File: src/hw/rename_defines.svh
`ifndef RENAME_DEFINES_SVH
`define RENAME_DEFINES_SVH

// Architectural register file size
`define RN_ARCH_REGS 32

// Physical registers, eight left over for renaming
`define RN_PHYS_REGS 40

// In-flight instruction window
`define RN_ROB_DEPTH 16

`endif

File: src/hw/rename_types_pkg.sv
`default_nettype none

`include "rename_defines.svh"

package rename_types_pkg;

    // Register tags
    typedef logic [$clog2(`RN_ARCH_REGS)-1:0] arch_tag_t;
    typedef logic [$clog2(`RN_PHYS_REGS)-1:0] phys_tag_t;

    // Reorder buffer slot and occupancy
    typedef logic [$clog2(`RN_ROB_DEPTH)-1:0]   rob_idx_t;
    typedef logic [$clog2(`RN_ROB_DEPTH+1)-1:0] rob_cnt_t;

    // Free list never holds more than the spare tags
    typedef logic [$clog2(`RN_PHYS_REGS-`RN_ARCH_REGS+1)-1:0] fl_cnt_t;

endpackage

`default_nettype wire

File: src/hw/rename_pkt_pkg.sv
`default_nettype none

package rename_pkt_pkg;
    import rename_types_pkg::*;

    // One decoded instruction from the front end
    typedef struct packed {
        logic      valid;
        arch_tag_t rd;
        arch_tag_t rs1;
        arch_tag_t rs2;
    } dispatch_req_t;

    // Renamed operands and allocation, same cycle as dispatch
    typedef struct packed {
        phys_tag_t rs1_phys;
        logic      rs1_ready;
        phys_tag_t rs2_phys;
        logic      rs2_ready;
        phys_tag_t rd_new_phys;
        phys_tag_t rd_old_phys;
        rob_idx_t  rob_idx;
    } rename_rsp_t;

    // Completion pulse by buffer slot
    typedef struct packed {
        logic     valid;
        rob_idx_t rob_idx;
    } wb_t;

    // In-order retirement of the oldest entry
    typedef struct packed {
        logic      valid;
        rob_idx_t  rob_idx;
        logic      rd_wen;
        arch_tag_t rd_arch;
        phys_tag_t new_phys;
        phys_tag_t old_phys;
    } commit_t;

endpackage

`default_nettype wire

File: src/hw/dispatch_ctrl.sv
`timescale 1ns/1ps
`default_nettype none

module dispatch_ctrl (
    input  wire logic                          clock,
    input  wire logic                          reset,
    input  wire rename_pkt_pkg::dispatch_req_t disp_i,
    input  wire logic                          free_empty_i,
    input  wire logic                          rob_full_i,
    output logic                               disp_ready_o,
    output logic                               alloc_o,
    output logic                               rd_write_o
);
    import rename_types_pkg::*;

    // x0 is never renamed
    localparam arch_tag_t ZERO_REG = '0;

    logic rd_nonzero;

    assign rd_nonzero = (disp_i.rd != ZERO_REG);

    // Needs a slot, and a tag only for a real destination
    assign disp_ready_o = !rob_full_i && !(free_empty_i && rd_nonzero);

    // Transfer on valid and ready
    assign alloc_o    = disp_i.valid && disp_ready_o;
    assign rd_write_o = alloc_o && rd_nonzero;

    // Stalled request is held by the front end
    a_hold_on_stall: assert property (@(posedge clock) disable iff (reset)
        (disp_i.valid && !disp_ready_o) |=> $stable(disp_i))
        else $error("dispatch_ctrl: request changed while stalled");

endmodule

`default_nettype wire

File: src/hw/map_table.sv
`timescale 1ns/1ps
`default_nettype none

`include "rename_defines.svh"

module map_table (
    input  wire logic                        clock,
    input  wire logic                        reset,
    input  wire rename_types_pkg::arch_tag_t rs1_i,
    input  wire rename_types_pkg::arch_tag_t rs2_i,
    input  wire rename_types_pkg::arch_tag_t rd_i,
    input  wire logic                        rd_write_i,
    input  wire rename_types_pkg::phys_tag_t rd_new_phys_i,
    output rename_types_pkg::phys_tag_t      rs1_phys_o,
    output rename_types_pkg::phys_tag_t      rs2_phys_o,
    output rename_types_pkg::phys_tag_t      rd_old_phys_o,
    output logic                             rs1_ready_o,
    output logic                             rs2_ready_o,
    input  wire logic                        set_ready_i,
    input  wire rename_types_pkg::phys_tag_t set_ready_tag_i
);
    import rename_types_pkg::*;

    // Speculative arch to phys mapping
    phys_tag_t                map_q [`RN_ARCH_REGS];
    // Value-ready flag per physical register
    logic [`RN_PHYS_REGS-1:0] ready_q;

    //////////////////////////////
    // Lookup
    //////////////////////////////

    // Old mapping, this cycle's rename lands at the edge
    assign rs1_phys_o    = map_q[rs1_i];
    assign rs2_phys_o    = map_q[rs2_i];
    assign rd_old_phys_o = map_q[rd_i];

    // Same-cycle writeback counts as ready
    assign rs1_ready_o = ready_q[rs1_phys_o]
                       | (set_ready_i && (set_ready_tag_i == rs1_phys_o));
    assign rs2_ready_o = ready_q[rs2_phys_o]
                       | (set_ready_i && (set_ready_tag_i == rs2_phys_o));

    //////////////////////////////
    // Update
    //////////////////////////////

    always_ff @(posedge clock) begin
        if (reset) begin
            // Identity map, everything ready
            for (int i = 0; i < `RN_ARCH_REGS; i++) begin
                map_q[i] <= phys_tag_t'(i);
            end
            ready_q <= '1;
        end else begin
            // Wakeup from completion
            if (set_ready_i) begin
                ready_q[set_ready_tag_i] <= 1'b1;
            end
            // New producer, value pending
            if (rd_write_i) begin
                map_q[rd_i]            <= rd_new_phys_i;
                ready_q[rd_new_phys_i] <= 1'b0;
            end
        end
    end

    // x0 stays hardwired to phys 0
    a_no_r0_rename: assert property (@(posedge clock) disable iff (reset)
        rd_write_i |-> (rd_i != '0))
        else $error("map_table: rename of register 0");

endmodule

`default_nettype wire

File: src/hw/free_list.sv
`timescale 1ns/1ps
`default_nettype none

`include "rename_defines.svh"

module free_list (
    input  wire logic                        clock,
    input  wire logic                        reset,
    input  wire logic                        pop_i,
    output rename_types_pkg::phys_tag_t      head_tag_o,
    output logic                             empty_o,
    input  wire logic                        push_i,
    input  wire rename_types_pkg::phys_tag_t push_tag_i
);
    import rename_types_pkg::*;

    // Spare tags beyond the architectural set
    localparam int FL_DEPTH = `RN_PHYS_REGS - `RN_ARCH_REGS;
    localparam int PTR_W    = $clog2(FL_DEPTH);

    typedef logic [PTR_W-1:0] fl_ptr_t;

    phys_tag_t slot_q [FL_DEPTH];
    fl_ptr_t   head_q;
    fl_ptr_t   tail_q;
    fl_cnt_t   count_q;

    // Wrap at depth, need not be a power of two
    function automatic fl_ptr_t ptr_inc(input fl_ptr_t ptr);
        return (ptr == fl_ptr_t'(FL_DEPTH - 1)) ? '0 : fl_ptr_t'(ptr + 1'b1);
    endfunction

    // Next tag to hand out, no bypass from push
    assign head_tag_o = slot_q[head_q];
    assign empty_o    = (count_q == '0);

    always_ff @(posedge clock) begin
        if (reset) begin
            // Starts full with the spare tags in order
            for (int i = 0; i < FL_DEPTH; i++) begin
                slot_q[i] <= phys_tag_t'(`RN_ARCH_REGS + i);
            end
            head_q  <= '0;
            tail_q  <= '0;
            count_q <= fl_cnt_t'(FL_DEPTH);
        end else begin
            if (pop_i) begin
                head_q <= ptr_inc(head_q);
            end
            // Retired old tag
            if (push_i) begin
                slot_q[tail_q] <= push_tag_i;
                tail_q         <= ptr_inc(tail_q);
            end
            case ({push_i, pop_i})
                2'b10:   count_q <= count_q + 1'b1;
                2'b01:   count_q <= count_q - 1'b1;
                default: count_q <= count_q;
            endcase
        end
    end

    // Dispatch must stall on an empty list
    a_no_pop_empty: assert property (@(posedge clock) disable iff (reset)
        pop_i |-> !empty_o)
        else $error("free_list: pop while empty");

    // More tags returned than were handed out
    a_no_push_full: assert property (@(posedge clock) disable iff (reset)
        push_i |-> (count_q != fl_cnt_t'(FL_DEPTH)))
        else $error("free_list: push while full");

endmodule

`default_nettype wire

File: src/hw/reorder_buffer.sv
`timescale 1ns/1ps
`default_nettype none

`include "rename_defines.svh"

module reorder_buffer (
    input  wire logic                        clock,
    input  wire logic                        reset,
    input  wire logic                        alloc_i,
    input  wire logic                        rd_wen_i,
    input  wire rename_types_pkg::arch_tag_t rd_arch_i,
    input  wire rename_types_pkg::phys_tag_t new_phys_i,
    input  wire rename_types_pkg::phys_tag_t old_phys_i,
    output rename_types_pkg::rob_idx_t       tail_idx_o,
    output logic                             full_o,
    input  wire rename_pkt_pkg::wb_t         wb_i,
    output logic                             set_ready_o,
    output rename_types_pkg::phys_tag_t      set_ready_tag_o,
    output rename_pkt_pkg::commit_t          commit_o,
    output logic                             free_push_o,
    output rename_types_pkg::phys_tag_t      free_tag_o
);
    import rename_types_pkg::*;

    localparam int ROB_DEPTH = `RN_ROB_DEPTH;

    // Per-instruction bookkeeping
    typedef struct packed {
        logic      rd_wen;
        arch_tag_t arch;
        phys_tag_t new_phys;
        phys_tag_t old_phys;
        logic      done;
    } rob_entry_t;

    rob_entry_t entry_q [ROB_DEPTH];
    rob_idx_t   head_q;
    rob_idx_t   tail_q;
    rob_cnt_t   count_q;

    rob_entry_t head_entry;
    rob_entry_t wb_entry;
    logic       commit_fire;
    // Distance of writeback slot from head
    rob_idx_t   wb_offset;

    assign head_entry = entry_q[head_q];
    assign wb_entry   = entry_q[wb_i.rob_idx];
    assign wb_offset  = wb_i.rob_idx - head_q;

    //////////////////////////////
    // Dispatch side
    //////////////////////////////

    assign tail_idx_o = tail_q;
    assign full_o     = (count_q == rob_cnt_t'(ROB_DEPTH));

    // Wake consumers, only for real destinations
    assign set_ready_o     = wb_i.valid && wb_entry.rd_wen;
    assign set_ready_tag_o = wb_entry.new_phys;

    //////////////////////////////
    // Commit
    //////////////////////////////

    // Oldest entry retires once done
    assign commit_fire = (count_q != '0) && head_entry.done;

    always_comb begin
        commit_o.valid    = commit_fire;
        commit_o.rob_idx  = head_q;
        commit_o.rd_wen   = head_entry.rd_wen;
        commit_o.rd_arch  = head_entry.arch;
        commit_o.new_phys = head_entry.new_phys;
        commit_o.old_phys = head_entry.old_phys;
    end

    // Old tag goes back to the pool
    assign free_push_o = commit_fire && head_entry.rd_wen;
    assign free_tag_o  = head_entry.old_phys;

    // Pointers and occupancy, index wraps on its own at 16
    always_ff @(posedge clock) begin
        if (reset) begin
            head_q  <= '0;
            tail_q  <= '0;
            count_q <= '0;
        end else begin
            if (alloc_i) begin
                tail_q <= tail_q + 1'b1;
            end
            if (commit_fire) begin
                head_q <= head_q + 1'b1;
            end
            case ({alloc_i, commit_fire})
                2'b10:   count_q <= count_q + 1'b1;
                2'b01:   count_q <= count_q - 1'b1;
                default: count_q <= count_q;
            endcase
        end
    end

    // Entry payload and done flag
    always_ff @(posedge clock) begin
        if (alloc_i) begin
            entry_q[tail_q] <= '{rd_wen:   rd_wen_i,
                                 arch:     rd_arch_i,
                                 new_phys: new_phys_i,
                                 old_phys: old_phys_i,
                                 done:     1'b0};
        end
        if (wb_i.valid) begin
            entry_q[wb_i.rob_idx].done <= 1'b1;
        end
    end

    // Completion only for slots between head and tail
    a_wb_in_flight: assert property (@(posedge clock) disable iff (reset)
        wb_i.valid |-> (rob_cnt_t'(wb_offset) < count_q))
        else $error("reorder_buffer: writeback to empty slot %0d", wb_i.rob_idx);

endmodule

`default_nettype wire

File: src/hw/rename_top.sv
`timescale 1ns/1ps
`default_nettype none

module rename_top (
    input  wire logic                          clock,
    input  wire logic                          reset,
    input  wire rename_pkt_pkg::dispatch_req_t disp_i,
    output logic                               disp_ready_o,
    output rename_pkt_pkg::rename_rsp_t        rename_o,
    input  wire rename_pkt_pkg::wb_t           wb_i,
    output rename_pkt_pkg::commit_t            commit_o
);
    import rename_types_pkg::*;

    // Dispatch strobes
    logic      alloc;
    logic      rd_write;
    // Unit status
    logic      free_empty;
    logic      rob_full;
    // Rename lookups
    phys_tag_t rs1_phys;
    phys_tag_t rs2_phys;
    logic      rs1_ready;
    logic      rs2_ready;
    phys_tag_t old_phys;
    phys_tag_t head_tag;
    rob_idx_t  tail_idx;
    // Completion and retire paths
    logic      set_ready;
    phys_tag_t set_ready_tag;
    logic      free_push;
    phys_tag_t free_tag;

    // Rename result, combinational with dispatch
    always_comb begin
        rename_o.rs1_phys    = rs1_phys;
        rename_o.rs1_ready   = rs1_ready;
        rename_o.rs2_phys    = rs2_phys;
        rename_o.rs2_ready   = rs2_ready;
        rename_o.rd_new_phys = head_tag;
        rename_o.rd_old_phys = old_phys;
        rename_o.rob_idx     = tail_idx;
    end

    //////////////////////////////
    // Units
    //////////////////////////////

    dispatch_ctrl u_dispatch_ctrl (
        .clock        (clock),
        .reset        (reset),
        .disp_i       (disp_i),
        .free_empty_i (free_empty),
        .rob_full_i   (rob_full),
        .disp_ready_o (disp_ready_o),
        .alloc_o      (alloc),
        .rd_write_o   (rd_write)
    );

    map_table u_map_table (
        .clock           (clock),
        .reset           (reset),
        .rs1_i           (disp_i.rs1),
        .rs2_i           (disp_i.rs2),
        .rd_i            (disp_i.rd),
        .rd_write_i      (rd_write),
        .rd_new_phys_i   (head_tag),
        .rs1_phys_o      (rs1_phys),
        .rs2_phys_o      (rs2_phys),
        .rd_old_phys_o   (old_phys),
        .rs1_ready_o     (rs1_ready),
        .rs2_ready_o     (rs2_ready),
        .set_ready_i     (set_ready),
        .set_ready_tag_i (set_ready_tag)
    );

    // Tag popped only when a destination is renamed
    free_list u_free_list (
        .clock      (clock),
        .reset      (reset),
        .pop_i      (rd_write),
        .head_tag_o (head_tag),
        .empty_o    (free_empty),
        .push_i     (free_push),
        .push_tag_i (free_tag)
    );

    reorder_buffer u_reorder_buffer (
        .clock           (clock),
        .reset           (reset),
        .alloc_i         (alloc),
        .rd_wen_i        (rd_write),
        .rd_arch_i       (disp_i.rd),
        .new_phys_i      (head_tag),
        .old_phys_i      (old_phys),
        .tail_idx_o      (tail_idx),
        .full_o          (rob_full),
        .wb_i            (wb_i),
        .set_ready_o     (set_ready),
        .set_ready_tag_o (set_ready_tag),
        .commit_o        (commit_o),
        .free_push_o     (free_push),
        .free_tag_o      (free_tag)
    );

endmodule

`default_nettype wire

File: config.mk
export PLATFORM = sky130hd
export DESIGN_NAME = rename_top
export DESIGN_NICKNAME = d
export VERILOG_FILES = /design/src/hw/rename_types_pkg.sv /design/src/hw/rename_pkt_pkg.sv /design/src/hw/dispatch_ctrl.sv /design/src/hw/map_table.sv /design/src/hw/free_list.sv /design/src/hw/reorder_buffer.sv /design/src/hw/rename_top.sv
export VERILOG_INCLUDE_DIRS = /design/src /design/src/hw
export SDC_FILE = /design/constraint.sdc
export NUM_CORES = 1
export LEC_CHECK = 0
export BUFFER_PORTS_ARGS = -buffer_cell sky130_fd_sc_hd__clkbuf_2
export CAP_MARGIN = 15
export CORE_MARGIN = 1.5
export CORE_UTILIZATION = 49
export CTS_BUF_LIST = sky130_fd_sc_hd__clkbuf_8
export DETAILED_ROUTE_END_ITERATION = 10
export GPL_TIMING_DRIVEN = 0
export SLEW_MARGIN = 20
export SYNTH_ARGS = -nofsm -noshare
export SYNTH_HDL_FRONTEND = slang
export SYNTH_SLANG_ARGS = --single-unit
File: constraint.sdc
create_clock -name clock -period 4.1 [get_ports clock]
set_clock_uncertainty 0.05 [all_clocks]
set_input_delay 0.41 -clock clock [delete_from_list [all_inputs] [get_ports clock]]
set_output_delay 0.41 -clock clock [all_outputs]
set_load 0.02 [all_outputs]
==> out/metrics.csv, run 1 <==
metric,value,unit
drt total wl,101,mm
pin count of the biggest net entering global routing,27,
vias in the first global route,20480,
RSZ-0062 raised after global routing,yes,
IO buf count,66,
failing checks,negative setup slack,
GPL Wtd Cong,1.00,
clock latency on the worst-skew pair,750,ps
"flops & latches, synth",614,
Crit Path Category,flip-flop to primary output,
ranking of synthesized cells by area,"edfxtp_1 52%, mux4_2 22%, dfxtp_1 5.7%",
MaxCap Viol Count,0,
Worst Hold Class,input pin to flip-flop,
Synth top cells by count,"528 x edfxtp_1, 294 x mux4_2, 246 x nor2_1",
CP endpoint kind,primary output,
Worst-Margin Slew,1060,ps
antenna-violating nets left,0,
internal power,11.1,mW
CTS tree,built,
Worst Path Arrival,3860,ps
reg2reg end,u_free_list.count_q[3]$_SDFFE_PP1P_,
vias,20404,
Layout Nets,2295,
Starting Density,49.4,%
GRT Util Overall,32.1,%
Crit path required time,3640,ps
Core ar.,61600,µm²
Die W,252,µm
# setup viols final,2,
Placed Cells,2964,
"EDFF count, synth",528,
DR pass1 iterations,8,
layout cells sized above 1,30.3,%
Core Rows,91,
time the worst path needs with I/O delays and setup,4320,ps
Initial DRC Count,2387,
"Cell Count, Final, Fillers Out",3182,
DP HPWL,72.0,mm
top achievable clock speed,231,MHz
peak fanout along the critical path,5,
CTS clock-pin slew for the worst setup and hold paths,60,ps
Hold Fails Final Rpt,0,
Synth area leader,edfxtp_1,
Syn. warnings,0,
Flop pwr share,46.0,%
Netlist cell types,68,
status,"complete, but fails checks",
clk buf depth,3,
Final Util,56.9,%
CTS buffer count,103,
reg2reg path depth,13,
Post-synth ARST share,0,%
clock network power share,33.7,%
Switching Fraction,30.5,%
Final Max Slew Viols,0,
Root Buffer Master,clkbuf_8,
mean post-synth cell area,15.0,µm²
routed len/inst,31.6,µm
Setup Total Neg Slack,-408,ps
Setup WS post-layout,-223,ps
Die Y,252,µm
top cell type's share of synthesized area,52.1,%
I/O pins,77,
Slew HR,29.2,%
H-tree Lvls,3,
Static Leak,11.6,nW
die area,63600,µm²
DR DRC count,0,
clock tree sinks,614,
vias per cell,6.41,
"Seq/Total Area, Yosys",57.7,%
gr ovfl total,0,
Mapped Cells,2031,
WHS Endpoint,u_reorder_buffer.entry_q[11][17]$_DFFE_PP_,
switching power,4.85,mW
Comb power frac,20.4,%
Hold Path Stages,1,
P&R area growth vs syn,15.2,%
initial antenna violation count,3,
worst slack at placement,-1440,ps
period utilization,105,%
P per Cell Area,454,nW/µm²
CP Launch Type,flip-flop,
HP Start,disp_i[14],
"Cell Area, Synth",30400,µm²
global-route wire length before repair,144,mm
prevailing post-synth register cell,edfxtp_1,
Worst VDD drop,0.000309,V
"count leader, synth",edfxtp_1,
R2R Setup Slk,190,ps
## through the flow
step           power [mW]  cell area [µm²]  hold slack (ps)
6_report             15.9            35100              156
5_1_grt              16.5            35100              157
4_1_cts              16.0            35000             93.7
3_5_place_dp         10.5            32400              406
3_3_place_gp         10.4            31800              390
2_1_floorplan        9.30            30500              379
## power by group through the flow
stage | logic [mW] | clock network (mW) | registers, mW
global route | 3.42 | 5.71 | 7.35
detailed placement | 3.04 | 0 | 7.45
global placement | 2.93 | 0 | 7.44
finish | 3.25 | 5.36 | 7.32
CTS | 3.20 | 5.46 | 7.32
floorplan | 1.90 | 0 | 7.40
## cell families (layout without fill, tap and decap cells)
group                    Yosys count  after routing  share of synthesized area (%)
adder cells (fa/ha/maj)           17             17                          0.724
multiplexers                     358            358                           24.1
AND/OR/NAND/NOR                  606            606                           9.12
flip-flops                       614            614                           57.7
buffers and inverters            181            489                           2.58
XOR/XNOR                          26             26                          0.748
AO/OA/AOI/OAI                    228            228                           5.02
other                              1              7                         0.0123
## layout make-up
class | instances | area [µm²]
Timing Repair Buffer | 120 | 1010
Tap cell | 837 | 1050
Antenna cell | 1 | 2.50
Multi-Input combinational cell | 1241 | 12500
Sequential cell | 614 | 17600
Clock inverter | 86 | 529
Clock buffer | 108 | 1490
Buffer | 135 | 764
Inverter | 40 | 154
Fill cell | 4907 | 26500
## cell usage in the layout (no fill, tap or decap), types with 65 or more instances in the layout
master | synthesis | layout
dfxtp_1 | 86 | 86
clkbuf_1 | 85 | 65
mux4_2 | 294 | 294
a21oi_1 | 66 | 66
clkbuf_2 | 0 | 78
clkbuf_8 | 0 | 110
nand2_1 | 150 | 148
nor2_1 | 246 | 232
inv_1 | 37 | 71
edfxtp_1 | 528 | 528
## how the worst max path moves through the flow
stage | depth (start not counted) | end | slack (ps) | startpoint
after global routing | 12 | rename_o[16] | -250 | u_map_table.map_q[14][0]$_SDFFCE_PN0P_
final | 12 | rename_o[16] | -220 | u_map_table.map_q[14][0]$_SDFFCE_PN0P_
after CTS | 11 | rename_o[23] | -240 | u_map_table.map_q[14][0]$_SDFFCE_PN0P_
after global placement | 8 | u_reorder_buffer.entry_q[3][0]$_DFF_P_ | -2750 | disp_i[12]
after detailed placement | 14 | u_free_list.count_q[3]$_SDFFE_PP1P_ | -1440 | disp_i[12]
after floorplan | 13 | u_free_list.count_q[3]$_SDFFE_PP1P_ | 420 | flip-flop
## routing by layer
| metal | global-route usage (%) | up-vias | routed length [µm] |
|---|---|---|---|
| met5 | 0 | - | 0 |
| met4 | 16.5 | 0 | 5300 |
| met3 | 7.03 | 251 | 9390 |
| met2 | 50.3 | 1131 | 47400 |
| met1 | 42.5 | 10517 | 38500 |
| li1 | - | 8505 | - |
## worst max-delay path, stage by stage (launching register included)
cell and delay, ps:
edfxtp_1 410, buf_4 160, mux4_2 510, a22oi_2 250, o41a_1 280, buf_6 140, nand3_4 150, buf_12 230
mux2i_2 220, a211oi_1 110, a31o_2 270, a41o_1 220, clkbuf_8 160
## state kept, by name, indices dropped and copies added (netlist names), named ones only
name and flops:
u_reorder_buffer.entry_q 304, u_free_list.slot_q 48, u_reorder_buffer.count_q 5, u_map_table.map_q 192, u_free_list.count_q 4, u_map_table.ready_q 40, u_reorder_buffer.tail_idx_o 4, u_reorder_buffer.head_q 4
u_free_list.tail_q 3, u_free_list.head_q 3
## what timing repair did
item	4_1_cts	5_1_grt
pin swaps	15	5
endpoints found under the hold margin	0	0
endpoints found under the setup margin	174	42
cloned	2	0
setup buffers	25	2
hold buffers	0	0
gates resized for setup	106	28
(Power assumes the default switching activity.)
==> run 2: changes to the inputs <==
--- a/config.mk
+++ b/config.mk
@@ -10,7 +10,7 @@
 export CAP_MARGIN = 15
 export CORE_MARGIN = 1.5
 export CORE_UTILIZATION = 49
-export CTS_BUF_LIST = sky130_fd_sc_hd__clkbuf_8
+export CTS_BUF_LIST = sky130_fd_sc_hd__clkbuf_4
 export DETAILED_ROUTE_END_ITERATION = 10
 export GPL_TIMING_DRIVEN = 0
 export SLEW_MARGIN = 20
==> out/metrics.csv, run 2 (same netlist as run 1, synthesis figures left out) <==
metric,value,unit
status,"complete, but fails checks",
failing checks,negative setup slack,
GRT busiest layer,met2,
Reg2Reg Launch Point,u_reorder_buffer.count_q[1]$_SDFFE_PP0P_,
Final Max Slew Viols,0,
RSZ-0062 raised after global routing,yes,
P per Cell Area,453,nW/µm²
Root Buffer Master,clkbuf_4,
"Cell Count, Final, Fillers Out",3286,
Die Y,252,µm
Placed Cells,2964,
Initial DRC Count,2607,
Setup WS post-layout,-439,ps
Setup Total Neg Slack,-835,ps
CTS clock-pin slew for the worst setup and hold paths,70,ps
slowest cell on the critical path,mux4_2,
Setup crit start,u_map_table.map_q[14][0]$_SDFFCE_PN0P_,
initial antenna violation count,3,
vias per cell,6.41,
Worst Hold Class,input pin to flip-flop,
met2 GRT Util,50.6,%
H-tree Lvls,4,
I/O pins,77,
total power draw,16.0,mW
Static Leak,11.7,nW
Layout Nets,2371,
Hold Fails Final Rpt,0,
Core ar.,61600,µm²
vias,21075,
most frequent cells in the layout,"528 x edfxtp_1, 294 x mux4_2, 230 x nor2_1, 224 x clkbuf_4, 148 x nand2_1",
GPL Wtd Cong,1.00,
# setup viols final,2,
crit-path leading delay family,compound AO/OA/AOI/OAI gates,
DR DRC count,0,
global routing met1 resource utilization,42.5,%
biggest regs,"u_reorder_buffer.entry_q: 304 flops, u_map_table.map_q: 192 flops, u_free_list.slot_q: 48 flops",
top achievable clock speed,220,MHz
vias in the first global route,20894,
MaxCap Viol Count,0,
CP Cell Sequence,mux4_2 -> a22oi_2 -> o41a_1 -> buf_6 -> nand3_4 -> clkbuf_16 -> mux2i_4 -> a22oi_2 -> a211o_1 -> a41o_1 -> buf_6,
max reg flops,304,
drt total wl,101,mm
DP HPWL,72.0,mm
CTS buffer count,160,
Crit Path Category,flip-flop to primary output,
Worst Path Arrival,4080,ps
"most common cell after layout, fill and taps aside",edfxtp_1,
largest stage delay on the critical path,550,ps
gr ovfl total,0,
clk buf depth,3,
routed len/inst,30.8,µm
clock latency on the worst-skew pair,1050,ps
HP Start,disp_i[11],
Crit path buffers/inverters,3,
Crit path required time,3640,ps
global-route wire length before repair,144,mm
Worst-Margin Slew,1070,ps
Starting Density,49.4,%
period utilization,111,%
M3 GR Usage,8.33,%
time the worst path needs with I/O delays and setup,4540,ps
GRT Util Overall,32.4,%
antenna-violating nets left,0,
P&R area growth vs syn,15.9,%
Die W,252,µm
CP Launch Type,flip-flop,
IO buf count,66,
Final Util,57.3,%
peak fanout along the critical path,8,
DR pass1 iterations,6,
clock tree sinks,614,
worst slack at placement,-1440,ps
die area,63600,µm²
Worst VDD drop,0.000285,V
pin count of the biggest net entering global routing,27,
layout cells sized above 1,34.0,%
CTS tree,built,
register with the most flip-flops,u_reorder_buffer.entry_q,
Slew HR,28.9,%
CP endpoint kind,primary output,
Core Rows,91,
## run 2: worst reg2reg max path: cells and delay by family (launching register included)
family | cells | cell delay [ps]
AND/OR/NAND/NOR | 5 | 1570
buffers and inverters | 3 | 1150
AO/OA/AOI/OAI | 1 | 530
flip-flops | 1 | 300
## run 2: through the flow
step           hold slack (ps)  cell area [µm²]
2_1_floorplan              379            30500
3_3_place_gp               390            31800
3_5_place_dp               406            32400
5_1_grt                   40.7            35300
4_1_cts                   4.00            35000
6_report                   117            35300
## run 2: layout make-up
class	instances	area [µm²]
flip-flops and latches	614	17600
clock buffers	219	1640
plain buffers	135	752
diodes	2	5.00
inverters	40	165
multi-input cells	1241	12600
fillers	4973	26300
repair buffers	139	1160
clock inverters	59	378
well taps	837	1050
## run 2: layer usage
layer | vias to the layer above | share of wire (%)
li1 | 8752 | -
met5 | - | 0
met3 | 238 | 9.7
met4 | 0 | 4.7
met2 | 1320 | 48
met1 | 10765 | 38
## run 2: power by group
part | internal, mW | total [mW] | switching, mW
clock network | 2.74 | 5.37 | 2.62
registers | 7.15 | 7.31 | 0.160
logic | 1.20 | 3.29 | 2.09
## run 2: repair_timing
item,in CTS,in global routing
hold buffers,6,0
setup buffers,25,15
endpoints found under the setup margin,98,55
pin swaps,10,16
hold endpoints to repair,74,0
gates resized for setup,96,42
cloned,1,1
## run 2: final timing paths
kind                                               endpoint  cells after the start  slack (ps)
setup / recovery                               rename_o[16]                     11        -440
hold / removal    u_reorder_buffer.entry_q[3][14]$_DFFE_PP_                      1         120
setup reg to reg     u_map_table.map_q[28][2]$_SDFFCE_PN1P_                      9         260
hold reg to reg      u_reorder_buffer.entry_q[1][0]$_DFF_P_                      2         420
